[src/hw/ntt_pkg.sv]
// sizes fixed for a 16-point forward NTT with 16-bit coefficients and two butterflies
package ntt_pkg;

    localparam int ring_depth   = 4;                       // log2 of the transform size
    localparam int ring_size    = 1 << ring_depth;
    localparam int pe_number    = 2;                       // butterflies working in parallel
    localparam int beats        = ring_size / (2 * pe_number);
    localparam int data_width   = 16;
    localparam int bfly_latency = 3;
    localparam int stage_gap    = bfly_latency + 1;        // idle cycles after a stage's last issue

    typedef logic [data_width-1:0]   coef_t;       // coefficient or modulus
    typedef logic [ring_depth-1:0]   coef_addr_t;
    typedef logic [ring_depth-2:0]   tw_idx_t;     // twiddle exponent, 0 .. N/2-1
    typedef logic [2:0]              stage_t;

    // lane k sits at bits data_width*k upward
    typedef logic [2*pe_number*data_width-1:0] lanes_t;

    typedef enum logic [2:0] {
        st_idle,
        st_load_tw,
        st_load_data,
        st_compute,
        st_output
    } run_state_t;

    // one issue slot for all butterflies; butterfly p works on pair i = 2*beat + p
    typedef struct packed {
        logic                       valid;
        logic [1:0]                 beat;
        tw_idx_t [pe_number-1:0]    tw_idx;
        logic                       src_bank;
    } bfly_issue_t;

endpackage

[src/hw/ct_butterfly.sv]
// operands a and b must already be below q; q must stay stable while the pipe is busy
`timescale 1ns/1ps

module ct_butterfly (
    input  logic           clk,
    input  logic           reset,
    input  ntt_pkg::coef_t q,
    input  ntt_pkg::coef_t a,
    input  ntt_pkg::coef_t b,
    input  ntt_pkg::coef_t w,
    output ntt_pkg::coef_t sum,
    output ntt_pkg::coef_t diff
);

    logic [2*ntt_pkg::data_width-1:0] prod;
    ntt_pkg::coef_t                   a_d1;
    ntt_pkg::coef_t                   a_d2;
    ntt_pkg::coef_t                   p_red;
    logic [ntt_pkg::data_width:0]     add_full;

    assign add_full = a_d2 + p_red;   // one extra bit for the carry

    always_ff @(posedge clk or posedge reset) begin
        if (reset) begin
            prod  <= '0;
            a_d1  <= '0;
            a_d2  <= '0;
            p_red <= '0;
            sum   <= '0;
            diff  <= '0;
        end else begin
            prod  <= w * b;                                // stage 1, plain multiply
            a_d1  <= a;
            p_red <= ntt_pkg::coef_t'(prod % q);           // stage 2, direct reduction
            a_d2  <= a_d1;
            sum   <= (add_full >= q) ? ntt_pkg::coef_t'(add_full - q)
                                     : ntt_pkg::coef_t'(add_full);
            diff  <= (a_d2 >= p_red) ? a_d2 - p_red
                                     : a_d2 + (q - p_red);  // wrap below zero
        end
    end

endmodule

[config.mk]
export PLATFORM = sky130hd
export DESIGN_NAME = ct_butterfly
export DESIGN_NICKNAME = d
export VERILOG_FILES = /design/src/hw/ntt_pkg.sv /design/src/hw/ct_butterfly.sv
export SDC_FILE = /design/constraint.sdc
export NUM_CORES = 2
export LEC_CHECK = 0
export BUFFER_PORTS_ARGS = -buffer_cell sky130_fd_sc_hd__buf_4
export CORE_ASPECT_RATIO = 2
export CORE_MARGIN = 1.5
export CORE_UTILIZATION = 32
export DETAILED_ROUTE_END_ITERATION = 8
export PLACE_DENSITY = 0.44
export REMOVE_ABC_BUFFERS = 1
export SETUP_SLACK_MARGIN = 0.4
export SLEW_MARGIN = 25
export SYNTH_ARGS = -nofsm -noshare
export SYNTH_HDL_FRONTEND = slang
export SYNTH_SLANG_ARGS = --single-unit
[constraint.sdc]
create_clock -name clk -period 89.2 [get_ports clk]
set_input_delay 0 -clock clk [delete_from_list [all_inputs] [get_ports clk]]
set_output_delay 0 -clock clk [all_outputs]
set_load 0.005 [all_outputs]
==> flow_results.org <==
** Drt
- Violation count after the first detailed-route iteration :: 1,227
- Dividing the detail-routed wire length by the instance count gives 21.9 um.
- First-pass detailed-route iteration total :: 5
- Once detail routing completed, the nets flagged for antenna violations numbered 0.
- The routed layout has 35,700 vias.
- Summed over all layers, the routed wires come to 142 mm.
- Residual DRC :: 0
- Dividing the detail-routed via count by the number of cells gives 5.50.

** Synth
- Post-synth EDFFs :: 0
- Sequential cell area fraction in the yosys report :: 7.59%
- Of all flip-flops after synthesis, the portion carrying an async set or reset was 100%.
- Cell Area, Synth :: 36,900 um2
- The number of different library cells used by synthesis comes to 126.
- In the synthesized netlist, the number of instances is 4,699.
- Number of synthesis warnings :: 0
- Average instance area after synthesis :: 7.86 um2
- Among all flip-flop cells after synthesis, the most frequent one is sky130_fd_sc_hd__dfrtp_1.
- The synthesized design contains 112 register bits.

** Placement
- Detailed placement finished with a half-perimeter wire length of 117 mm.
- Worst slack at placement :: -1.82 ns
- During placement, the flow inserted port buffers numbering 97.
- Cell Count Post-Placement :: 6,383
- RD Place Congestion :: 0.934

** Floorplan
- Cell row count :: 176
- The core region is 115,000 um2.
- Area of the die :: 118,000 um2
- For this design the top-level I/O count stands at 98.
- Horizontal extent of the die :: 243 um
- The floorplan step set the die height to 483 um.
- Initial core utilization :: 32.2%

** Worst hold path
- Worst Hold Endpoint :: prod[0]
- The startpoint identified for the worst hold timing path is w[0].
- Hold Path Cell Cnt :: 2
- Class of the most critical hold timing path :: input pin to flip-flop

** Global route
- The first global-routing pass estimated 214 mm of wire.
- The initial antenna violation count was 3.
- For this run the aggregate overflow at the end of global routing stands at 0.
- Entering global routing, the biggest net connects 64 pins.
- In the global route stage, overall resource usage came out at 23.7%.
- The number of global-route vias before repair came to 37,900.

** Final layout
- Summing all flip-flop and latch instances after layout gives 2800 um2.
- In the final layout, the share of cells above drive strength 1 is 16.9%.
- In the layout the commonest cells are sky130_fd_sc_hd__ha_1, sky130_fd_sc_hd__nand2_1, sky130_fd_sc_hd__inv_1.
- Leaving out fill and tap cells, the most frequent cell in the layout is sky130_fd_sc_hd__ha_1.
- Measured on the finished design, the core utilization comes to 37.5%.
- At the end of the flow, the number of nets in the layout was 5,804.
- For this run, the number of standard cells in the final layout without fillers is 6,484.
- Area used by multi-input combinational logic :: 33,400 um2
- Layout overhead on the synthesized area :: 16.4%
- Filler cell count :: 12,200

** CTS
- Root cell of the clock tree :: sky130_fd_sc_hd__clkbuf_16
- Inserted Clock Buffers :: 9
- The longest clock path from root to sink contains 2 buffers.
- The tree built by TritonCTS fans out to 112 sinks.
- TritonCTS built the clock tree.
- H-tree levels :: 3
- After clock tree synthesis, the clock-pin slew on the worst setup and hold paths is 0.09 ns.
- Later-pin clock latency in the skew report :: 0.45 ns

** Timing
- Final worst-path cycle share :: 94.1%
- The clock period could shrink to 83.93 ns.
- For the final database, setup skew stands at 0.0153 ns.
- Slew at the pin closest to its max-slew limit :: 1.17 ns
- Achievable clock frequency :: 0.0119 GHz
- Headroom to the max-slew limit came out at 21.5%.
- PnR worst setup slack :: 5.27 ns
- The number of hold violations in the final report came to 0.
- Setup violations remaining at the end of the flow were counted as 0.
- The number of max-slew violations in the final report was 0.

** Worst setup path
- At the worst endpoint, the required time is 89.54 ns.
- Critical path endpoint category :: flip-flop
- The worst register-to-register path ends at p_red[1].
- Beginning of the worst register-to-register path :: prod[31]
- For this run, the slowest stage of the critical path takes 0.62 ns.
- Most repeated library cell on the critical path :: sky130_fd_sc_hd__o21a_1
- Slowest stage cell on the critical path :: sky130_fd_sc_hd__or4b_2
- Flop2flop setup slack :: 5.27 ns
- Arrival time reported for the critical path endpoint :: 84.27 ns
- Critical path startpoint category :: flip-flop
- By startpoint and endpoint, the worst setup path is classified as flip-flop to flip-flop.
- Cells on worst reg2reg path :: 428
- Largest fanout of any net on the critical path :: 25

** Run status
- Status :: complete, no violations

** Run
- Max-cap violations in this run came to 0.
==> metrics by stage <==
step | hold slack (ns) | cell area [um2] | TNS, ns
after floorplan | 0.0314 | 36400 | -30.10
after global placement | 0.111 | 40700 | -16.34
after detailed placement | 0.110 | 40700 | -28.49
after CTS | 0.00676 | 41400 | 0
after global routing | 0.0358 | 43000 | -1.56
final | 0.0341 | 43000 | 0
==> layer usage <==
metal / part of all wire [%] / track usage [%]
met4: 7.0 / 14.3
met5: 0 / 0
met3: 2.2 / 1.95
met1: 33 / 21.0
met2: 58 / 50.0
==> timing repair <==
| item | in CTS | in global routing |
|---|---|---|
| gates cloned | 0 | 2 |
| endpoints found under the hold margin | 65 | 0 |
| pin swaps | 3 | 84 |
| hold buffers | 17 | 0 |
| resized for setup | 39 | 252 |
| setup buffers | 6 | 58 |
| endpoints found under the setup margin | 16 | 16 |
==> cells by family after synthesis <==
family / synth area share (%)
and+or+nand+nor: 21.2
AOI/OAI and AO/OA: 23.6
adders and majority gates: 30.6
buffers and inverters: 5.51
xor gates and xnor gates: 6.87
muxes: 4.63
DFF: 7.59
==> how the worst max path moves through the flow <==
stage	from	to	slack (ns)	cells past startpoint
after CTS	prod[31]	p_red[2]	0.44	423
after detailed placement	q[12]	p_red[2]	-1.82	413
after floorplan	q[0]	p_red[13]	-1.92	398
after global placement	q[12]	p_red[2]	-1.07	415
after global routing	prod[31]	p_red[2]	-0.14	437
final	prod[31]	p_red[1]	5.27	428
==> registers in the layout, indices dropped and copies added, names as in the netlist <==
name,count
a_d1,16
a_d2,16
diff,16
p_red,16
prod,32
sum,16
==> synth_stat cells, drive strengths merged, types with 112 or more instances <==
cell type	instances	area share, %
clkbuf	116	1.2
o31ai	140	2.9
xnor2	182	4.3
a21oi	283	3.9
inv	401	4.1
dfrtp	112	7.6
o21a	187	3.8
ha	561	19
o21ai	171	2.4
nor2	351	3.6
nor3	214	3.0
and2	122	2.1
nand2	483	4.9
fa	213	12
mux2	122	3.7
==> worst max-delay path, delay by kind of cell (launching register included) <==
family	cells	cell delay, ns
simple gates	102	16.84
buf+inv	32	5.15
fa+ha+maj	32	10.17
mux	10	3.19
compound gates	252	47.83
flops	1	0.41
==> final cells by class <==
class                      count  share of cell area (%)
clock inverter                 7                   0.218
antenna                        2                  0.0116
timing repair buffer         386                    7.11
sequential                   112                    6.52
inverter                     401                    3.51
tap                         1513                    4.40
clock buffer                   9                   0.524
multi-input combinational   4054                    77.7
Power is not shown: default switching activity piles up to over one toggle a cycle in this logic, so the estimate is an artifact.
