## src/hw/ntt_pkg.sv

```systemverilog
// sizes fixed for a 16-point forward NTT with 16-bit coefficients and two butterflies
package ntt_pkg;

    localparam int ring_depth   = 4;                       // log2 of the transform size
    localparam int ring_size    = 1 << ring_depth;
    localparam int pe_number    = 2;                       // butterflies working in parallel
    localparam int beats        = ring_size / (2 * pe_number);
    localparam int data_width   = 16;
    localparam int bfly_latency = 3;
    localparam int stage_gap    = bfly_latency + 1;        // idle cycles after a stage's last issue

    typedef logic [data_width-1:0]   coef_t;       // coefficient or modulus
    typedef logic [ring_depth-1:0]   coef_addr_t;
    typedef logic [ring_depth-2:0]   tw_idx_t;     // twiddle exponent, 0 .. N/2-1
    typedef logic [2:0]              stage_t;

    // lane k sits at bits data_width*k upward
    typedef logic [2*pe_number*data_width-1:0] lanes_t;

    typedef enum logic [2:0] {
        st_idle,
        st_load_tw,
        st_load_data,
        st_compute,
        st_output
    } run_state_t;

    // one issue slot for all butterflies; butterfly p works on pair i = 2*beat + p
    typedef struct packed {
        logic                       valid;
        logic [1:0]                 beat;
        tw_idx_t [pe_number-1:0]    tw_idx;
        logic                       src_bank;
    } bfly_issue_t;

endpackage

```

## src/hw/ntt_control.sv

```systemverilog
// pulses are taken only in idle, priority load_w > load_data > start; q holds its last loaded value
`timescale 1ns/1ps

module ntt_control (
    input  logic                clk,
    input  logic                reset,
    input  logic                load_w,
    input  logic                load_data,
    input  logic                start,
    input  ntt_pkg::coef_t      din,
    input  logic                finished,
    input  ntt_pkg::lanes_t     out_lanes,
    output logic                compute_go,
    output logic                tw_we,
    output ntt_pkg::tw_idx_t    tw_addr,
    output ntt_pkg::coef_t      tw_data,
    output ntt_pkg::coef_t      q,
    output logic                load_we,
    output ntt_pkg::coef_addr_t load_addr,
    output ntt_pkg::coef_t      load_data_in,
    output logic [1:0]          out_beat,
    output logic                done,
    output ntt_pkg::lanes_t     dout
);

    ntt_pkg::run_state_t        state;
    logic [ntt_pkg::ring_depth-1:0] sys_cntr;

    // twiddle load runs N/2 cycles of powers, then one cycle of q
    assign tw_we   = (state == ntt_pkg::st_load_tw) && (sys_cntr < ntt_pkg::ring_size / 2);
    assign tw_addr = ntt_pkg::tw_idx_t'(sys_cntr);
    assign tw_data = din;

    assign load_we      = (state == ntt_pkg::st_load_data);
    assign load_data_in = din;

    always_comb begin
        for (int b = 0; b < ntt_pkg::ring_depth; b++) begin
            load_addr[b] = sys_cntr[ntt_pkg::ring_depth-1-b];   // bit-reversed slot
        end
    end

    assign compute_go = (state == ntt_pkg::st_idle) && start && !load_w && !load_data;
    assign out_beat   = sys_cntr[1:0];

    always_ff @(posedge clk or posedge reset) begin
        if (reset) begin
            state    <= ntt_pkg::st_idle;
            sys_cntr <= '0;
            done     <= 1'b0;
            dout     <= '0;
        end else begin
            done <= 1'b0;
            dout <= '0;   // zero outside the output beats
            case (state)
                ntt_pkg::st_idle: begin
                    sys_cntr <= '0;
                    if (load_w) begin
                        state <= ntt_pkg::st_load_tw;
                    end else if (load_data) begin
                        state <= ntt_pkg::st_load_data;
                    end else if (start) begin
                        state <= ntt_pkg::st_compute;
                    end
                end
                ntt_pkg::st_load_tw: begin
                    if (sys_cntr == ntt_pkg::ring_size / 2) begin   // q cycle
                        state    <= ntt_pkg::st_idle;
                        sys_cntr <= '0;
                    end else begin
                        sys_cntr <= sys_cntr + 1'b1;
                    end
                end
                ntt_pkg::st_load_data: begin
                    if (sys_cntr == ntt_pkg::ring_size - 1) begin
                        state    <= ntt_pkg::st_idle;
                        sys_cntr <= '0;
                    end else begin
                        sys_cntr <= sys_cntr + 1'b1;
                    end
                end
                ntt_pkg::st_compute: begin
                    sys_cntr <= '0;
                    if (finished) begin
                        state <= ntt_pkg::st_output;
                        done  <= 1'b1;
                    end
                end
                ntt_pkg::st_output: begin
                    dout <= out_lanes;   // beat t shows one cycle after it is selected
                    if (sys_cntr == ntt_pkg::beats - 1) begin
                        state    <= ntt_pkg::st_idle;
                        sys_cntr <= '0;
                    end else begin
                        sys_cntr <= sys_cntr + 1'b1;
                    end
                end
                default: begin
                    state    <= ntt_pkg::st_idle;
                    sys_cntr <= '0;
                end
            endcase
        end
    end

    // modulus arrives on the cycle after the last twiddle power
    always_ff @(posedge clk) begin
        if ((state == ntt_pkg::st_load_tw) && (sys_cntr == ntt_pkg::ring_size / 2)) begin
            q <= din;
        end
    end

endmodule

```

## config.mk

```make
export PLATFORM = sky130hd
export DESIGN_NAME = ntt_control
export DESIGN_NICKNAME = d
export VERILOG_FILES = /design/src/hw/ntt_pkg.sv /design/src/hw/ntt_control.sv
export SDC_FILE = /design/constraint.sdc
export NUM_CORES = 1
export LEC_CHECK = 0
export ABC_AREA = 1
export BUFFER_PORTS_ARGS = -buffer_cell sky130_fd_sc_hd__buf_2
export CELL_PAD_IN_SITES_DETAIL_PLACEMENT = 0
export CELL_PAD_IN_SITES_GLOBAL_PLACEMENT = 2
export CORE_AREA = 2 2 119 121
export DETAILED_ROUTE_END_ITERATION = 10
export DIE_AREA = 0 0 121 123
export PLACE_DENSITY_LB_ADDON = 0.3
export SKIP_LAST_GASP = 1
export SLEW_MARGIN = 10
export SYNTH_ARGS = -nofsm -noshare
export SYNTH_HDL_FRONTEND = slang
export SYNTH_SLANG_ARGS = --single-unit
```

## constraint.sdc

```tcl
create_clock -name clk -period 2.95 [get_ports clk]
set_input_delay 0 -clock clk [delete_from_list [all_inputs] [get_ports clk]]
set_output_delay 0 -clock clk [all_outputs]
set_load 0.005 [all_outputs]
```

==> flow_metrics.tcl <==
set metrics [dict create \
    status "finished clean" \
    ant_nets 0 \
    drtIter0Drc 129 \
    cts_root_buf "clkbuf_16" \
    fp-row-count 43 \
    critPathMaxStageDelay_ps 580 \
    required_ps 3160 \
    area_growth_pct 60.4 \
    switching_share_pct 27.5 \
    synth_fp_nets 422 \
    p_comb_share_pct 21.6 \
    numPortBuffers 210 \
    tns_ps 0 \
    clock_skew_ps 5.61 \
    antenna_found_initial 0 \
    hold_path.class "in2reg" \
    die_w_um 121 \
    grtUsageMet2_pct 20.9 \
    core_um2 13600 \
    antenna_cells 0 \
    grtUsageMet1_pct 12.8 \
    wl_per_cell_um 11.5 \
    pwr-share-clk_pct 35.3 \
    grt_max_degree 55 \
    report.final.setup_viol 0 \
    use_met3_pct 2.58 \
    synth_cell_types 22 \
    worst_pin_slew_ps 937 \
    yosys_warnings 0 \
    slew_violations 0 \
    grt_usage_pct 11.5 \
    cts_tree "done" \
    hold_buffers 84 \
    p_switching_mw 0.917 \
    drive_above_1_share_pct 39.7 \
    syn_area_um2 3470 \
    p_int_mw 2.42 \
    gp_congestion 0.792 \
    period_share_pct 62.4 \
    clk_latency_ps 330 \
    postSynthCellCount 334 \
    grt_pass1_wl_mm 13.3 \
    clock-sinks 88 \
    initial_utilization_pct 25.5 \
    seqPwrFrac_pct 43.1 \
    clk_pin_slew_ps 60 \
    critPathLaunchType "flop" \
    fin_nets 684 \
    fp.dieArea_um2 14900 \
    viasPerCell 3.69 \
    post-route-util_pct 40.9 \
    cts_made_buffers 9 \
    endpoint_kind "flop" \
    post-route-min-period_ps 1840 \
    worstSetupPathType "reg2reg" \
    drv_cap 0 \
    vias 2877 \
    hpwlAfterDp_mm 6.32 \
    cts.path.max_buffers 2 \
    synth_top_cell_area_share_pct 52.0 \
    drt_pass1_iterations 4 \
    post_cts_resized 0 \
    yosys-top-cells-area "dfrtp_1 52%, edfxtp_1 14%, nor2_1 8.9%, buf_4 8.2%, inv_1 8.0%" \
    busiest_layer "met2" \
    crit_chain "nor2_2, nand2_2, buf_4, nor2_1" \
    hold_violations 0 \
    rsz0062_at_grt "no" \
    postCtsSetupBuffers 0 \
    p_per_area_nw_per_um2 599 \
    relSlewSlack_pct 37.5 \
    fmax_mhz 544 \
    io_pins 211 \
    grt_pass1_vias 2717 \
    drt-total-wl_mm 9.01 \
    drcViolationCount 0 \
    leakagePower_nw 3.28 \
    htree_levels 3 \
    die-height_um 123 \
    ir_drop_mv 0.234 \
    grt-ovfl-total 0 \
    cp.arrival_ps 2050 \
    crit_fanout 40 \
    synth-seq-cells 88 \
    crit_slowest_cell "nand2_2" \
    syn_avg_cell_area_um2 10.4 \
    yosysSeqAreaShare_pct 65.8 \
    yosys.area.top_type "dfrtp_1" \
]
worst paths after layout:
path | startpoint | endpoint | slack (ps) | cells past startpoint
max | state[0] | dout[6] | 1110 | 4
min | start | state[1] | 70 | 5
max reg2reg | state[0] | dout[6] | 1110 | 4
min reg2reg | sys_cntr[0] | sys_cntr[0] | 540 | 1
max in group asynchronous | reset | dout[17] | 1770 | 4
min in group asynchronous | reset | dout[47] | 400 | 3
sequential cells by signal, indices dropped and copies added (netlist names):
register  flops
state         3
done          1
q            16
sys_cntr      4
dout         64
metal layers:
metal  vias up  routed length, µm  part of all wire, %
li1       1447                  -                    -
met4         0                262                  2.9
met1      1299               3450                   38
met3        15                512                  5.7
met5         -                  0                    0
met2       116               4780                   53
Yosys cell counts, drive strengths merged:
cell and count:
nor2 85, inv 78, dfrtp 72, buf 46
edfxtp 16, nand2 15, nand3 10, a21oi 2
ha 2, nand4 2, a31oi 1, nor4 1
o21ai 1, or2 1, xnor2 1, xor2 1
metrics by stage:
stage | total power [mW] | area, µm² | hold slack, ps | worst slack, ps | instances
floorplan | 1.88 | 3470 | 35.3 | 1110 | 334
global placement | 2.10 | 4410 | 189 | 1130 | 681
detailed placement | 2.11 | 4410 | 192 | 1070 | 681
CTS | 3.39 | 5560 | 64.7 | 1070 | 780
global route | 3.54 | 5560 | 123 | 916 | 780
finish | 3.33 | 5560 | 73.9 | 1110 | 780
critical path: cells and delay by family, from the launching register on:
| family | cells | cell delay [ps] |
|---|---|---|
| buf+inv | 1 | 420 |
| flops | 1 | 520 |
| simple gates | 3 | 750 |
final cells by class:
cell class                      count  area, µm²
Clock buffer                       11        264
Clock inverter                      4       50.0
Fill cell                        1326       8050
Inverter                           78        294
Multi-Input combinational cell    122        532
Sequential cell                    88       2280
Tap cell                          180        225
Timing Repair Buffer              297       1910
power groups by stage:
stage                     clock (mW)  sequential [mW]  combinational, mW
final                           1.18             1.44              0.720
after global placement             0             1.46              0.647
after CTS                       1.22             1.44              0.734
after detailed placement           0             1.46              0.643
after global routing            1.26             1.46              0.815
after floorplan                    0             1.46              0.419
cell families (layout without fill, tap and decap cells):
family,count (synthesis),in the layout,synth area share (%)
xor gates and xnor gates,2,2,0.505
adders and majority gates,2,2,0.722
DFF,88,88,65.8
and+or+nand+nor,114,114,13.4
buffers and inverters,124,390,18.9
AOI/OAI and AO/OA,4,4,0.613
cell usage in the layout, fill, tap and decap left out, drive strengths merged, types with 2 or more instances in the layout:
master	instances
nand4	2
ha	2
nand3	10
nor2	85
dlygate4sd3	84
nand2	15
edfxtp	16
inv	78
clkbuf	11
a21oi	2
clkinv	3
buf	213
dfrtp	72
No activity file was read; power rests on OpenSTA's default activity.
