--- config.mk ---
export PLATFORM = sky130hd
export DESIGN_NAME = coef_buffer
export DESIGN_NICKNAME = d
export VERILOG_FILES = /design/src/hw/ntt_pkg.sv /design/src/hw/coef_buffer.sv
export SDC_FILE = /design/constraint.sdc
export NUM_CORES = 1
export LEC_CHECK = 0
export ABC_AREA = 0
export BUFFER_PORTS_ARGS = -buffer_cell sky130_fd_sc_hd__buf_4
export CAP_MARGIN = 30
export CELL_PAD_IN_SITES_DETAIL_PLACEMENT = 0
export CELL_PAD_IN_SITES_GLOBAL_PLACEMENT = 1
export CORE_UTILIZATION = 47
export DETAILED_ROUTE_END_ITERATION = 12
export HOLD_SLACK_MARGIN = 0.03
export PLACE_DENSITY = 0.78
export SYNTH_ARGS = -nofsm -noshare
export SYNTH_HDL_FRONTEND = slang
export SYNTH_SLANG_ARGS = --single-unit
--- constraint.sdc ---
create_clock -name clk -period 23.8 [get_ports clk]
set_clock_uncertainty 0.05 [all_clocks]
set_input_delay 3.57 -clock clk [delete_from_list [all_inputs] [get_ports clk]]
set_output_delay 3.57 -clock clk [all_outputs]
set_load 0.03 [all_outputs]
--- src/hw/ntt_pkg.sv ---
// sizes fixed for a 16-point forward NTT with 16-bit coefficients and two butterflies
package ntt_pkg;

    localparam int ring_depth   = 4;                       // log2 of the transform size
    localparam int ring_size    = 1 << ring_depth;
    localparam int pe_number    = 2;                       // butterflies working in parallel
    localparam int beats        = ring_size / (2 * pe_number);
    localparam int data_width   = 16;
    localparam int bfly_latency = 3;
    localparam int stage_gap    = bfly_latency + 1;        // idle cycles after a stage's last issue

    typedef logic [data_width-1:0]   coef_t;       // coefficient or modulus
    typedef logic [ring_depth-1:0]   coef_addr_t;
    typedef logic [ring_depth-2:0]   tw_idx_t;     // twiddle exponent, 0 .. N/2-1
    typedef logic [2:0]              stage_t;

    // lane k sits at bits data_width*k upward
    typedef logic [2*pe_number*data_width-1:0] lanes_t;

    typedef enum logic [2:0] {
        st_idle,
        st_load_tw,
        st_load_data,
        st_compute,
        st_output
    } run_state_t;

    // one issue slot for all butterflies; butterfly p works on pair i = 2*beat + p
    typedef struct packed {
        logic                       valid;
        logic [1:0]                 beat;
        tw_idx_t [pe_number-1:0]    tw_idx;
        logic                       src_bank;
    } bfly_issue_t;

endpackage

--- src/hw/coef_buffer.sv ---
// two register banks; load and output always use bank 0, reads are combinational
`timescale 1ns/1ps

module coef_buffer (
    input  logic                 clk,
    input  logic                 reset,
    input  logic                 load_we,
    input  ntt_pkg::coef_addr_t  load_addr,
    input  ntt_pkg::coef_t       load_data_in,
    input  ntt_pkg::bfly_issue_t issue,
    input  ntt_pkg::bfly_issue_t wb,
    input  ntt_pkg::lanes_t      sum,
    input  ntt_pkg::lanes_t      diff,
    input  logic [1:0]           out_beat,
    output ntt_pkg::lanes_t      bfly_a,
    output ntt_pkg::lanes_t      bfly_b,
    output ntt_pkg::lanes_t      out_lanes
);

    ntt_pkg::coef_t mem [2][ntt_pkg::ring_size];

    always_ff @(posedge clk or posedge reset) begin
        if (reset) begin
            for (int b = 0; b < 2; b++) begin
                for (int j = 0; j < ntt_pkg::ring_size; j++) begin
                    mem[b][j] <= '0;
                end
            end
        end else begin
            if (load_we) begin
                mem[0][load_addr] <= load_data_in;
            end
            // sum to i, difference to i + N/2 of the other bank
            if (wb.valid) begin
                for (int p = 0; p < ntt_pkg::pe_number; p++) begin
                    mem[!wb.src_bank][{1'b0, wb.beat, 1'(p)}] <=
                        sum[2*p*ntt_pkg::data_width +: ntt_pkg::data_width];
                    mem[!wb.src_bank][{1'b1, wb.beat, 1'(p)}] <=
                        diff[2*p*ntt_pkg::data_width +: ntt_pkg::data_width];
                end
            end
        end
    end

    always_comb begin
        bfly_a    = '0;
        bfly_b    = '0;
        out_lanes = '0;
        // pair (2i, 2i+1) with i = 2*beat + p
        for (int p = 0; p < ntt_pkg::pe_number; p++) begin
            bfly_a[2*p*ntt_pkg::data_width +: ntt_pkg::data_width] =
                mem[issue.src_bank][{issue.beat, 1'(p), 1'b0}];
            bfly_b[2*p*ntt_pkg::data_width +: ntt_pkg::data_width] =
                mem[issue.src_bank][{issue.beat, 1'(p), 1'b1}];
        end
        for (int k = 0; k < 2 * ntt_pkg::pe_number; k++) begin
            out_lanes[k*ntt_pkg::data_width +: ntt_pkg::data_width] = mem[0][{out_beat, 2'(k)}];
        end
    end

endmodule

==> results of run 1 <==
==> power by group <==
part / leakage (nW) / total [mW] / switching (mW) / internal (mW)
Clock: 0.856 / 0.848 / 0.360 / 0.488
Combinational: 5.88 / 0.807 / 0.427 / 0.380
Sequential: 6.03 / 1.19 / 0.125 / 1.07
==> final cells by class <==
| type | count | area share, % |
|---|---|---|
| Multi-Input combinational cell | 1685 | 43.6 |
| Sequential cell | 512 | 40.7 |
| Timing Repair Buffer | 275 | 7.04 |
| Clock buffer | 82 | 5.02 |
| Tap cell | 765 | 3.04 |
| Clock inverter | 16 | 0.521 |
| Inverter | 1 | 0.0358 |
| Antenna cell | 3 | 0.0239 |
==> routing by layer <==
metal,track usage (%),up-vias,part of all wire [%]
li1,-,9015,-
met2,47.6,1165,46
met4,9.94,10,3.2
met3,7.33,170,9.8
met1,44.1,11242,41
met5,0,-,0.073
==> worst max path at each step <==
stage             start                    endpoint  cells past startpoint
2_1_floorplan     reset  asynchronous set/reset pin                      1
4_1_cts        issue[7]                   bfly_a[4]                      6
6_report       issue[7]                   bfly_a[4]                      6
3_3_place_gp   issue[7]                  bfly_b[14]                      6
3_5_place_dp   issue[7]                   bfly_a[4]                      6
5_1_grt        issue[7]                   bfly_a[4]                      6
==> synth_stat cells, drive strengths merged (3+ instances only) <==
master  number
o21ai      256
clkbuf     126
a31oi      256
nand2b       3
buf        169
and3        17
mux4       192
dfrtp      512
and3b       34
mux2       320
nand2      257
nand4b       3
nor3b       19
nor2       256
==> per-stage QoR <==
stage	worst slack (ns)	total power, mW	instances
after floorplan	5.88	1.73	2493
after global placement	13.35	1.97	3226
after detailed placement	13.31	2.01	3233
after CTS	13.31	2.85	3331
after global routing	13.12	2.96	3337
final	13.33	2.85	3339
==> cells by family after synthesis <==
group / Yosys count
and+or+nand+nor: 597
AOI/OAI and AO/OA: 512
muxes: 512
DFF: 512
buffers and inverters: 296
other: 1
==> metrics.yaml, run 1 <==
wl_per_cell_microns: 27.8
synth_xor_area_share_pct: 0
ctsResizeCount: 0
p_leak_nw: 12.8
grt_max_degree: 116
via_count: 21602
max_freq_ghz: 0.0955
cts-htree-levels: 2
fin_nets: 2702
cp_top_family: "buffers and inverters"
crit_type: "input port to output port"
status: "finished clean"
r2r_slack_ns: 22.91
cts-root-buf: "clkbuf_16"
final_common_cell: "dfrtp_1"
multi_input_area_sq_um: 13700
cts_buffers: 54
start_util_pct: 47.8
io_buffers: 223
drv_cap: 0
yosysTopAreaCellShare_pct: 46.2
cp_max_fo: 47
rr_startpoint: "mem[305]"
p_per_area_nw_per_um2: 90.5
worst_slew_pin_slew_ns: 1.02
synthArstFlopShare_pct: 100
yosysTopAreaCell: "dfrtp_1"
fin_crit_ns: 10.47
gp_congestion: 0.851
insertion_delay_ns: 0.61
final_core_util_pct: 54.2
hold_class: "flip-flop to flip-flop"
arrival_ns: 6.85
seqCellArea_sq_um: 12800
synthTopCellsByArea: "dfrtp_1, mux4_2, mux2_2, a31oi_1, o21ai_0"
hold_depth: 1
seq_area_frac_synth_pct: 46.2
die_area_sq_um: 60000
ys_types: 27
cts_sinks: 512
first_pass_iters: 6
grt_pass1_vias: 21038
synth.area.mux_share_pct: 28.6
grt_pass1_wl_mm: 139
post_synth_and_or_nand_nor_area_fraction_pct: 9.32
crit_path_frequent_cell: "buf_4"
end_kind: "output port"
hold_ws_ns: 0.429
die_h_microns: 245
slew_headroom_pct: 32.1
synthAdderAreaFrac_pct: 0
drive_gt1_share_pct: 33.3
placed_area_sq_um: 29600
cp-start-kind: "input port"
track_usage_pct: 31.2
max-vdd-ir-drop_uv: 86.9
max_stage_delay_ns: 0.80
timing.rr.end: "mem[305]"
drtIter0Drc: 2316
die_w_microns: 245
cts.repair_timing.setup_buffer_count: 0
rsz0062_at_grt: "no"
gr-total-overflow: 0
cts_buffer_depth: 3
syn_area_sq_um: 27700
core_sq_um: 58000
crit_required_ns: 20.18
synth_compound_area_share_pct: 10.4
clk_pin_slew_worst_paths_ns: 0.06
yosys_most_used_dff: "dfrtp_1"
path_cells: "buf_6 -> buf_4 -> buf_4 -> mux4_2 -> mux2_2 -> buf_4"
finalSetupViolCount: 0
io_pins: 365
drv_slew: 0
antenna_found_initial: 8
cts_tree: "yes"
mostFrequentLayoutCells: "dfrtp_1, mux2_2, buf_4"
final_antenna_net_count: 0
yosys_warnings: 0
wirelength_mm: 92.9
fillers: 4871
ff2ff_path_depth: 2
vias_per_cell: 6.47
crit_buf_inv: 4
syn_to_final_growth_pct: 13.3
cp_slowest_cell: "buf_4"
dpl.hpwl_mm: 57.5
hold_buffers: 0
synthCells: 2430
hold_viol_final: 0
synth-edff-count: 0
min_period_over_period_pct: 44.0
std_cell_rows: 88
avgSynthCellArea_sq_um: 11.4
finalSetupTns_ns: 0
drcViolationCount: 0
synth_seq_cells: 512
design_area_sq_um: 31400
synth_top_family_by_area: "multiplexers"
(Power assumes the default switching activity.)
==> inputs of run 2 (changes only) <==
Clock period 23.8 ns to 10.2 ns, I/O delays scaled along.
==> metrics.yaml, run 2 (same netlist as run 1, synthesis figures left out) <==
power_mw: 6.77  # +140%
cts_buffers: 56  # +3.7%
crit_buf_inv: 3  # -1
gr-total-overflow: 0  # unchanged
vias_per_cell: 6.44  # -0.48%
drtIter0Drc: 2303  # -0.56%
mostFrequentLayoutCells: "dfrtp_1, mux2_2"
crit_path_frequent_cell: "buf_4"
worst_slew_pin_slew_ns: 1.03  # +0.0103 ns
max-vdd-ir-drop_uv: 166  # +91%
cts-htree-levels: 2  # unchanged
hold_buffers: 0  # unchanged
drt-met1-wl_mm: 37.2  # -1.7%
dpl.hpwl_mm: 57.8  # +0.44%
drcViolationCount: 0  # unchanged
timing.final.ws_setup_ns: 4.67  # -8.66 ns
cts.repair_timing.setup_buffer_count: 0  # unchanged
hold_viol_final: 0  # unchanged
cp_max_fo: 66  # +40%
cts_buffer_depth: 3  # unchanged
rsz0062_at_grt: "no"
fin_crit_ns: 5.53
status: "finished clean"
min_period_over_period_pct: 54.2
slew_headroom_pct: 31.3  # -0.83 points
first_pass_iters: 6  # unchanged
cp_slowest_cell: "buf_6"
wl_per_cell_microns: 27.8  # about the same
via_count: 21460  # -0.66%
grt_max_degree: 175  # +51%
arrival_ns: 3.95  # -2.90 ns
design_area_sq_um: 31500  # +0.25%
finalSetupTns_ns: 0  # unchanged
numPlacedInstances: 3231  # -0.062%
final_antenna_net_count: 0  # unchanged
p_leak_nw: 12.8  # +0.36%
start_util_pct: 47.8  # unchanged
final_core_util_pct: 54.3  # +0.13 points
drive_gt1_share_pct: 33.6  # +0.31 points
hold_ws_ns: 0.435  # +0.00631 ns
insertion_delay_ns: 0.61  # about the same
grt_pass1_vias: 21446  # +1.9%
drv_cap: 0  # unchanged
dpl_worst_slack_ns: 4.56  # -8.75 ns
cts_tree: "yes"
end_kind: "output port"
core_sq_um: 58000  # unchanged
final_common_cell: "dfrtp_1"
hold_class: "flip-flop to flip-flop"
die_area_sq_um: 60000  # unchanged
crit_required_ns: 8.62  # -11.56 ns
syn_to_final_growth_pct: 13.6
finalSetupViolCount: 0  # unchanged
met2_length_mm: 43.2  # +0.72%
cts_sinks: 512  # unchanged
max_stage_delay_ns: 0.66  # -0.14 ns
ctsResizeCount: 0  # unchanged
die_w_microns: 245  # unchanged
io_buffers: 223  # unchanged
placed_area_sq_um: 29600  # about the same
cp_top_family: "buffers and inverters"
die_h_microns: 245  # unchanged
path_cells: "buf_6 -> buf_4 -> mux4_2 -> mux2_2 -> buf_4"
fin_nets: 2699  # -0.11%
p_per_area_nw_per_um2: 215  # +140%
gp_congestion: 0.836  # -1.7%
std_cell_rows: 88  # unchanged
antenna_found_initial: 10  # +2
max_freq_ghz: 0.181
cts-root-buf: "clkbuf_16"
clk_pin_slew_worst_paths_ns: 0.06  # about the same
crit_type: "input port to output port"
track_usage_pct: 31.2  # +0.052 points
grt_pass1_wl_mm: 140  # +0.20%
drv_slew: 0  # unchanged
cp-start-kind: "input port"
wirelength_mm: 92.8  # -0.12%
dr_wl_met3_mm: 9.20  # +0.66%
layout.cells.non_filler: 3333  # -0.18%
highest_layer: "met5"
io_pins: 365  # unchanged
## run 2: worst reg2reg max path: cells and delay by family, from the launching register on
family / cells / cell delay (ns)
DFF: 1 / 0.40
AOI/OAI and AO/OA: 2 / 0.25
## run 2: cell type report
cell class	count	area [sq um]
inverters	1	7.51
repair buffers	270	2130
multi-input cells	1685	13700
clock inverters	17	215
diodes	3	7.51
flip-flops and latches	512	12800
fillers	4956	26500
clock buffers	80	1680
well taps	765	957
## run 2: path summary, 6_finish.rpt
kind / depth (start not counted) / start / endpoint / slack, ns
max: 5 / issue[0] / bfly_b[40] / 4.67
max reg2reg: 2 / mem[334] / mem[334] / 9.33
min: 1 / flip-flop / flip-flop / 0.43
max in group asynchronous: 6 / reset / asynchronous set/reset pin / 7.05
min reg2reg: 1 / flip-flop / flip-flop / 0.43
min in group asynchronous: 3 / reset / asynchronous set/reset pin / 1.08
## run 2: layer usage
layer | up-vias | GRT usage, %
met5 | - | 0
met4 | 14 | 11.3
met3 | 204 | 7.75
met2 | 1114 | 47.6
met1 | 11127 | 43.4
li1 | 9001 | -
## run 2: power by group
part / total, mW / internal (mW) / switching (mW)
registers: 2.78 / 2.49 / 0.293
clock network: 2.10 / 1.26 / 0.843
logic: 1.88 / 0.884 / 0.995
total: 6.77 / 4.64 / 2.13
