<file path="src/hw/ntt_pkg.sv">
// sizes fixed for a 16-point forward NTT with 16-bit coefficients and two butterflies
package ntt_pkg;

    localparam int ring_depth   = 4;                       // log2 of the transform size
    localparam int ring_size    = 1 << ring_depth;
    localparam int pe_number    = 2;                       // butterflies working in parallel
    localparam int beats        = ring_size / (2 * pe_number);
    localparam int data_width   = 16;
    localparam int bfly_latency = 3;
    localparam int stage_gap    = bfly_latency + 1;        // idle cycles after a stage's last issue

    typedef logic [data_width-1:0]   coef_t;       // coefficient or modulus
    typedef logic [ring_depth-1:0]   coef_addr_t;
    typedef logic [ring_depth-2:0]   tw_idx_t;     // twiddle exponent, 0 .. N/2-1
    typedef logic [2:0]              stage_t;

    // lane k sits at bits data_width*k upward
    typedef logic [2*pe_number*data_width-1:0] lanes_t;

    typedef enum logic [2:0] {
        st_idle,
        st_load_tw,
        st_load_data,
        st_compute,
        st_output
    } run_state_t;

    // one issue slot for all butterflies; butterfly p works on pair i = 2*beat + p
    typedef struct packed {
        logic                       valid;
        logic [1:0]                 beat;
        tw_idx_t [pe_number-1:0]    tw_idx;
        logic                       src_bank;
    } bfly_issue_t;

endpackage

</file>
<file path="src/hw/twiddle_store.sv">
// holds w^0 .. w^(N/2-1) as loaded; no check that they are powers of one root
`timescale 1ns/1ps

module twiddle_store (
    input  logic                                    clk,
    input  logic                                    reset,
    input  logic                                    tw_we,
    input  ntt_pkg::tw_idx_t                        tw_addr,
    input  ntt_pkg::coef_t                          tw_data,
    input  ntt_pkg::bfly_issue_t                    issue,
    output ntt_pkg::coef_t [ntt_pkg::pe_number-1:0] bfly_w
);

    ntt_pkg::coef_t tw_mem [ntt_pkg::ring_size/2];

    always_ff @(posedge clk or posedge reset) begin
        if (reset) begin
            for (int j = 0; j < ntt_pkg::ring_size / 2; j++) begin
                tw_mem[j] <= '0;
            end
        end else if (tw_we) begin
            tw_mem[tw_addr] <= tw_data;
        end
    end

    always_comb begin
        for (int p = 0; p < ntt_pkg::pe_number; p++) begin
            bfly_w[p] = tw_mem[issue.tw_idx[p]];   // one lookup per butterfly
        end
    end

endmodule

</file>
<file path="config.mk">
export PLATFORM = sky130hd
export DESIGN_NAME = twiddle_store
export DESIGN_NICKNAME = d
export VERILOG_FILES = /design/src/hw/ntt_pkg.sv /design/src/hw/twiddle_store.sv
export SDC_FILE = /design/constraint.sdc
export NUM_CORES = 1
export LEC_CHECK = 0
export ABC_AREA = 1
export ABC_CLOCK_PERIOD_IN_PS = 3500
export BUFFER_PORTS_ARGS = -buffer_cell sky130_fd_sc_hd__buf_4
export CORE_MARGIN = 8
export CORE_UTILIZATION = 40
export CTS_BUF_LIST = sky130_fd_sc_hd__clkbuf_4
export CTS_CLUSTER_DIAMETER = 60
export DETAILED_ROUTE_END_ITERATION = 16
export SYNTH_ARGS = -nofsm -noshare
export SYNTH_HDL_FRONTEND = slang
export SYNTH_SLANG_ARGS = --single-unit
</file>
<file path="constraint.sdc">
create_clock -name clk -period 3.5 [get_ports clk]
set_clock_uncertainty 0.1 [all_clocks]
set_input_delay 0 -clock clk [delete_from_list [all_inputs] [get_ports clk]]
set_output_delay 0 -clock clk [all_outputs]
set_load 0.1 [all_outputs]
</file>
==> results of run 1 <==
cells by family after synthesis:
| group | synth area share [%] |
|---|---|
| flip-flops | 42.7 |
| buffers and inverters | 12.1 |
| AO/OA/AOI/OAI | 8.55 |
| AND/OR/NAND/NOR | 36.7 |
layout by cell type, fill, tap and decap left out, drive strengths merged:
cell type      n
nand2        551
inv          154
nand3        129
dfrtp        128
o21ai        128
buf           71
dlygate4sd3   24
clkbuf        19
clkinvlp       6
nor2           4
clkinv         4
bufinv         3
nor3           1
path summary, 6_finish.rpt:
path                                                end                     from
worst max-delay path             tw_mem[99]$_DFFE_PP0P_               tw_addr[0]
worst min-delay path             tw_mem[63]$_DFFE_PP0P_                    reset
worst max register to register  tw_mem[123]$_DFFE_PP0P_  tw_mem[123]$_DFFE_PP0P_
worst min register to register   tw_mem[16]$_DFFE_PP0P_   tw_mem[16]$_DFFE_PP0P_
max in group asynchronous        tw_mem[28]$_DFFE_PP0P_                    reset
min in group clk                 tw_mem[10]$_DFFE_PP0P_              tw_data[10]
per-layer routing:
metal  global-route usage (%)  wire length [microns]
met5                        0                      0
met3                     4.43                   1660
met2                     32.9                  10600
met1                     29.0                  11300
met4                     7.59                    478
per-stage QoR:
| step | utilization [%] | worst slack (ps) | power [mW] | hold slack (ps) | cells |
|---|---|---|---|---|---|
| detailed placement | 43.3 | 1530 | 3.47 | 125 | 1401 |
| floorplan | - | 1820 | 3.11 | 21.0 | 1166 |
| CTS | 46.2 | 1370 | 4.58 | 62.2 | 1456 |
| finish | 46.2 | 1350 | 4.53 | 18.2 | 1456 |
| global placement | 43.3 | 1540 | 3.44 | 116 | 1401 |
| global route | 46.2 | 1190 | 4.85 | 85.5 | 1456 |
tightest hold or removal path: cells and delay by family:
kind,cells,cell delay [ps]
buffers and inverters,4,1180
Yosys cell counts, drive strengths merged:
cell and instances:
buf 46, clkbuf 24, dfrtp 128, inv 155
nand2 551, nand3 129, nor2 4, nor3 1
o21ai 128
timing repair:
item	CTS	global route
hold buffers	24	0
gates resized for setup	0	0
setup buffers	0	0
hold endpoints to repair	256	0
cell type report:
cell class	instances	area, sq um	share of cell area, %
Multi-Input combinational cell	813	3390	39.7
Clock inverter	12	144	1.68
Tap cell	234	293	3.43
Clock buffer	19	143	1.67
Timing Repair Buffer	95	786	9.19
Inverter	155	586	6.85
Sequential cell	128	3200	37.5
power breakdown:
group | total (mW) | internal [mW] | switching, mW | leakage (nW)
Clock | 1.08 | 0.497 | 0.579 | 0.139
Combinational | 1.57 | 0.432 | 1.14 | 3.06
Sequential | 1.89 | 1.76 | 0.135 | 1.60
Total | 4.53 | 2.68 | 1.85 | 4.80
==> qor.csv, run 1 <==
metric,value,unit
RSZ-0062 raised after global routing,no,
max reg flops,128,
post-synthesis sequential area ratio,42.7,%
Yosys warnings,0,
Max Freq,0.465,GHz
maxcap violations,0,
first-pass GRT wire length,39.4,mm
ANT nets after route,0,
Port Buffers,59,
total clock sinks,128,
largest reg by FF count,tw_mem,
initial core utilization,40.5,%
CTS H-tree lvls,4,
Crit path depth,7,
Worst Reg-to-Reg Cells,2,
Syn Nets,1198,
dpl hpwl,13.8,mm
drt pass-1 iters,5,
Fillers,1961,
post-synth top area share,42.7,%
Crit path largest cell delay,830,ps
Reg2Reg Setup Slack,2660,ps
TritonCTS clock tree,done,
# DRC,0,
"Slowest-stage cell, CP",nand2_1,
Final setup violation count,0,
ant diodes,0,
Site Rows,50,
antenna violations before repair,0,
synthesized flop and latch total,128,
number of global-route vias before repair,7219,
root buffer cell,clkbuf_4,
TNS Setup,0,ps
type of origin of the critical path,input port,
grt ovf,0,
I/O pin cnt,64,
leakage power,4.80,nW
Tightest Hold Check Type,in2async,
die area,23400,sq um
CP arrival,2450,ps
Worst Tran Pin Value,1150,ps
syn avg cell area,6.43,sq um
clk slew on worst S/H paths,120,ps
Yosys top cell by area,dfrtp_1,
Die X,153,microns
drt total wl,24.0,mm
CTS Buf Count,17,
worst setup path category,in2reg,
Crit Path Max Fanout,32,
Worst IR Drop VDD,280,uV
Worst EP required,3790,ps
Power Dens Cells,531,nW/um^2
clk buf depth,2,
DR vias,7336,
Final GP Congestion,0.782,
Die Span Y,153,microns
min Tclk post-route,2150,ps
CP Capture Type,flop,
largest registers,tw_mem x128,
cells along the critical path,dlygate4sd3_1 > buf_4 > nand2_1 > dlygate4sd3_1 > inv_1 > nand2_1 > o21ai_0,
Area Growth Syn to Fin,14.0,%
clock network latency to the later pin of the worst-skew pair,550,ps
Finished Cell Area,8550,sq um
GRT Total Usage,21.3,%
CORE AREA,18500,sq um
Nets,1242,
Rel. slew slack,23.4,%
Synth area leaders,"dfrtp_1 (43%), nand2_1 (28%), nand3_1 (8.6%)",
placed cell areas,8020,sq um
period utilization,61.5,%
Yosys cell types,14,
WP buf/inv,4,
"delay-heaviest family, CP",buffers and inverters,
layout cells sized above 1,8.76,%
Hold Fails Final Rpt,0,
pin count of the biggest net entering global routing,129,
cells after synthesis,1166,
Final Max Slew Viols,0,
status,finished clean,
Wirelength per Cell,16.5,microns
Starting DRT DRC Count,669,
vias per cell,5.04,
Mapped Area,7490,sq um
Power figures use the tool's default switching activity.
==> inputs of run 2 (changes only) <==
--- a/config.mk
+++ b/config.mk
@@ -6,7 +6,7 @@
 export NUM_CORES = 1
 export LEC_CHECK = 0
 export ABC_AREA = 1
-export ABC_CLOCK_PERIOD_IN_PS = 3500
+export ABC_CLOCK_PERIOD_IN_PS = 2000
 export BUFFER_PORTS_ARGS = -buffer_cell sky130_fd_sc_hd__buf_4
 export CORE_MARGIN = 8
 export CORE_UTILIZATION = 40
==> constraint.sdc (replaced) <==
create_clock -name clk -period 2 [get_ports clk]
set_clock_uncertainty 0.1 [all_clocks]
set_input_delay 0 -clock clk [delete_from_list [all_inputs] [get_ports clk]]
set_output_delay 0 -clock clk [all_outputs]
set_load 0.1 [all_outputs]
==> run 2 against run 1 <==
Net effect:
- via count fell by 0.12%
- flip-flop and latch count did not move
- utilization grew 0.73 points
- count of clock-buffer cells in the layout is 1 lower
- non-clock buffer count grew 16
==> qor.csv, run 2 (same netlist as run 1, synthesis figures left out) <==
metric,value,unit,change
Hold Crit Start,tw_data[0],,
overall power,7.82,mW,+72%
WHS Endpoint,tw_mem[0]$_DFFE_PP0P_,,
Wirelength per Cell,15.8,microns,-4.3%
Worst IR Drop VDD,648,uV,+130%
largest registers,tw_mem x128,,
Worst EP required,1900,ps,-1890 ps
Site Rows,50,,unchanged
"commonest cells after routing, fill and taps aside","nand2_1 (551), inv_1 (150), nand3_1 (129)",,
# DRC,0,,unchanged
worst setup path category,reg2out,,
number of global-route vias before repair,7355,,+1.9%
busiest layer in global routing,met2,,
vias per cell,4.97,,-1.3%
final hold slack,104,ps,+86.2 ps
root buffer cell,clkbuf_4,,
first-pass GRT wire length,38.9,mm,-1.2%
die area,23400,sq um,unchanged
drt total wl,23.3,mm,-3.2%
pin count of the biggest net entering global routing,65,,-50%
Tightest Hold Check Type,in2reg,,
Fillers,1962,,+0.051%
TNS Setup,0,ps,unchanged
min Tclk post-route,1790,ps,
period utilization,89.7,%,
final cell count without fillers,1473,,+1.2%
met1 Resource Use GR,27.8,%,-1.2 points
Crit Path Max Fanout,2,,-94%
drt pass-1 iters,5,,unchanged
Starting DRT DRC Count,595,,-11%
Worst Tran Pin Value,521,ps,-625 ps
ANT nets after route,0,,unchanged
Layout Utilization,46.9,%,+0.73 points
Hold Path Stages,4,,
Final GP Congestion,0.795,,+1.7%
antenna violations before repair,0,,unchanged
CP arrival,1690,ps,-760 ps
Die Span Y,153,microns,unchanged
Crit Reg-Reg Startpoint,tw_mem[1]$_DFFE_PP0P_,,
CTS H-tree lvls,4,,unchanged
RSZ-0062 raised after global routing,no,,
post-CTS repair timing setup buffer count,0,,unchanged
type of origin of the critical path,flop,,
maxcap violations,0,,unchanged
worst setup margin,206,ps,-1140 ps
Max Freq,0.557,GHz,
clock network latency to the later pin of the worst-skew pair,550,ps,about the same
Final Max Slew Viols,0,,unchanged
DR vias,7327,,-0.12%
Finished Cell Area,8680,sq um,+1.6%
dpl hpwl,14.7,mm,+6.9%
grt ovf,0,,unchanged
placed cell areas,8190,sq um,+2.2%
Reg2Reg Setup Slack,1200,ps,-1460 ps
initial core utilization,40.5,%,unchanged
Port Buffers,59,,unchanged
I/O pin cnt,64,,unchanged
total clock sinks,128,,unchanged
Hold Fails Final Rpt,0,,unchanged
Worst Reg-to-Reg Cells,2,,unchanged
status,finished clean,,
CORE AREA,18500,sq um,unchanged
CTS Buf Count,17,,unchanged
clk buf depth,2,,unchanged
Multi-input gate area,3390,sq um,-0.15%
max reg flops,128,,unchanged
layout cells sized above 1,9.93,%,+1.2 points
placed cells,1418,,+1.2%
clk slew on worst S/H paths,110,ps,about the same
Rel. slew slack,65.3,%,+42 points
Die X,153,microns,unchanged
"leading cell type in the layout, fill and taps excluded",nand2_1,,
Nets,1258,,+1.3%
reg2reg end,tw_mem[1]$_DFFE_PP0P_,,
largest reg by FF count,tw_mem,,
grt met3 use,3.72,%,-0.70 points
CP Capture Type,output port,,
TritonCTS clock tree,done,,
met2 Usage GRT,33.5,%,+0.55 points
"worst slack, placed",458,ps,-1070 ps
leakage power,4.91,nW,+2.1%
Area Growth Syn to Fin,15.8,%,
register area,3200,sq um,unchanged
Power Dens Cells,901,nW/um^2,+70%
Final setup violation count,0,,unchanged
ant diodes,0,,unchanged
GRT Total Usage,20.8,%,-0.47 points
-- run 2: changes by cell type in the layout (fill, tap and decap cells not counted), sizes merged --
cell / previous run / this run
clkinvlp: 6 / 3
clkbuf: 19 / 18
bufinv: 3 / 2
clkinv: 4 / 10
dlygate4sd3: 24 / 23
buf: 71 / 88
-- run 2: worst max-delay path by stage --
stage	start	to	depth (start not counted)
after floorplan	reset	tw_mem[0]$_DFFE_PP0P_	1
after global placement	issue[4]	bfly_w[24]	9
after detailed placement	issue[4]	bfly_w[24]	8
after CTS	tw_mem[80]$_DFFE_PP0P_	bfly_w[16]	7
after global routing	tw_mem[56]$_DFFE_PP0P_	bfly_w[24]	7
final	tw_mem[56]$_DFFE_PP0P_	bfly_w[24]	7
-- run 2: final cells by class --
type | count | area share (%)
Clock buffer | 18 | 1.56
Clock inverter | 14 | 1.43
Inverter | 155 | 6.74
Multi-Input combinational cell | 813 | 39.0
Sequential cell | 128 | 36.9
Tap cell | 234 | 3.37
Timing Repair Buffer | 111 | 11.0
-- run 2: repair_timing --
item / CTS / global route
endpoints found under the setup margin: 0 / 0
resized for setup: 0 / 0
endpoints found under the hold margin: 256 / 0
hold buffers: 23 / 0
-- run 2: report_power, final --
part	leakage, nW	internal (mW)	switching, mW
combinational	3.16	0.787	1.99
clock	0.141	0.727	1.01
sequential	1.60	3.07	0.235
total	4.91	4.59	3.24
-- run 2: layer usage --
metal	share of wire (%)	routed length (microns)
met5	0	0
met4	2.0	476
met3	6.0	1400
met2	45	10400
met1	47	11000
-- run 2: critical path: stages (launching register included) --
cell	delay, ps
dfrtp_1	370
inv_1	60
nand2_1	50
nand3_1	70
nand2_1	70
nand2_1	40
nand2_1	150
buf_4	320
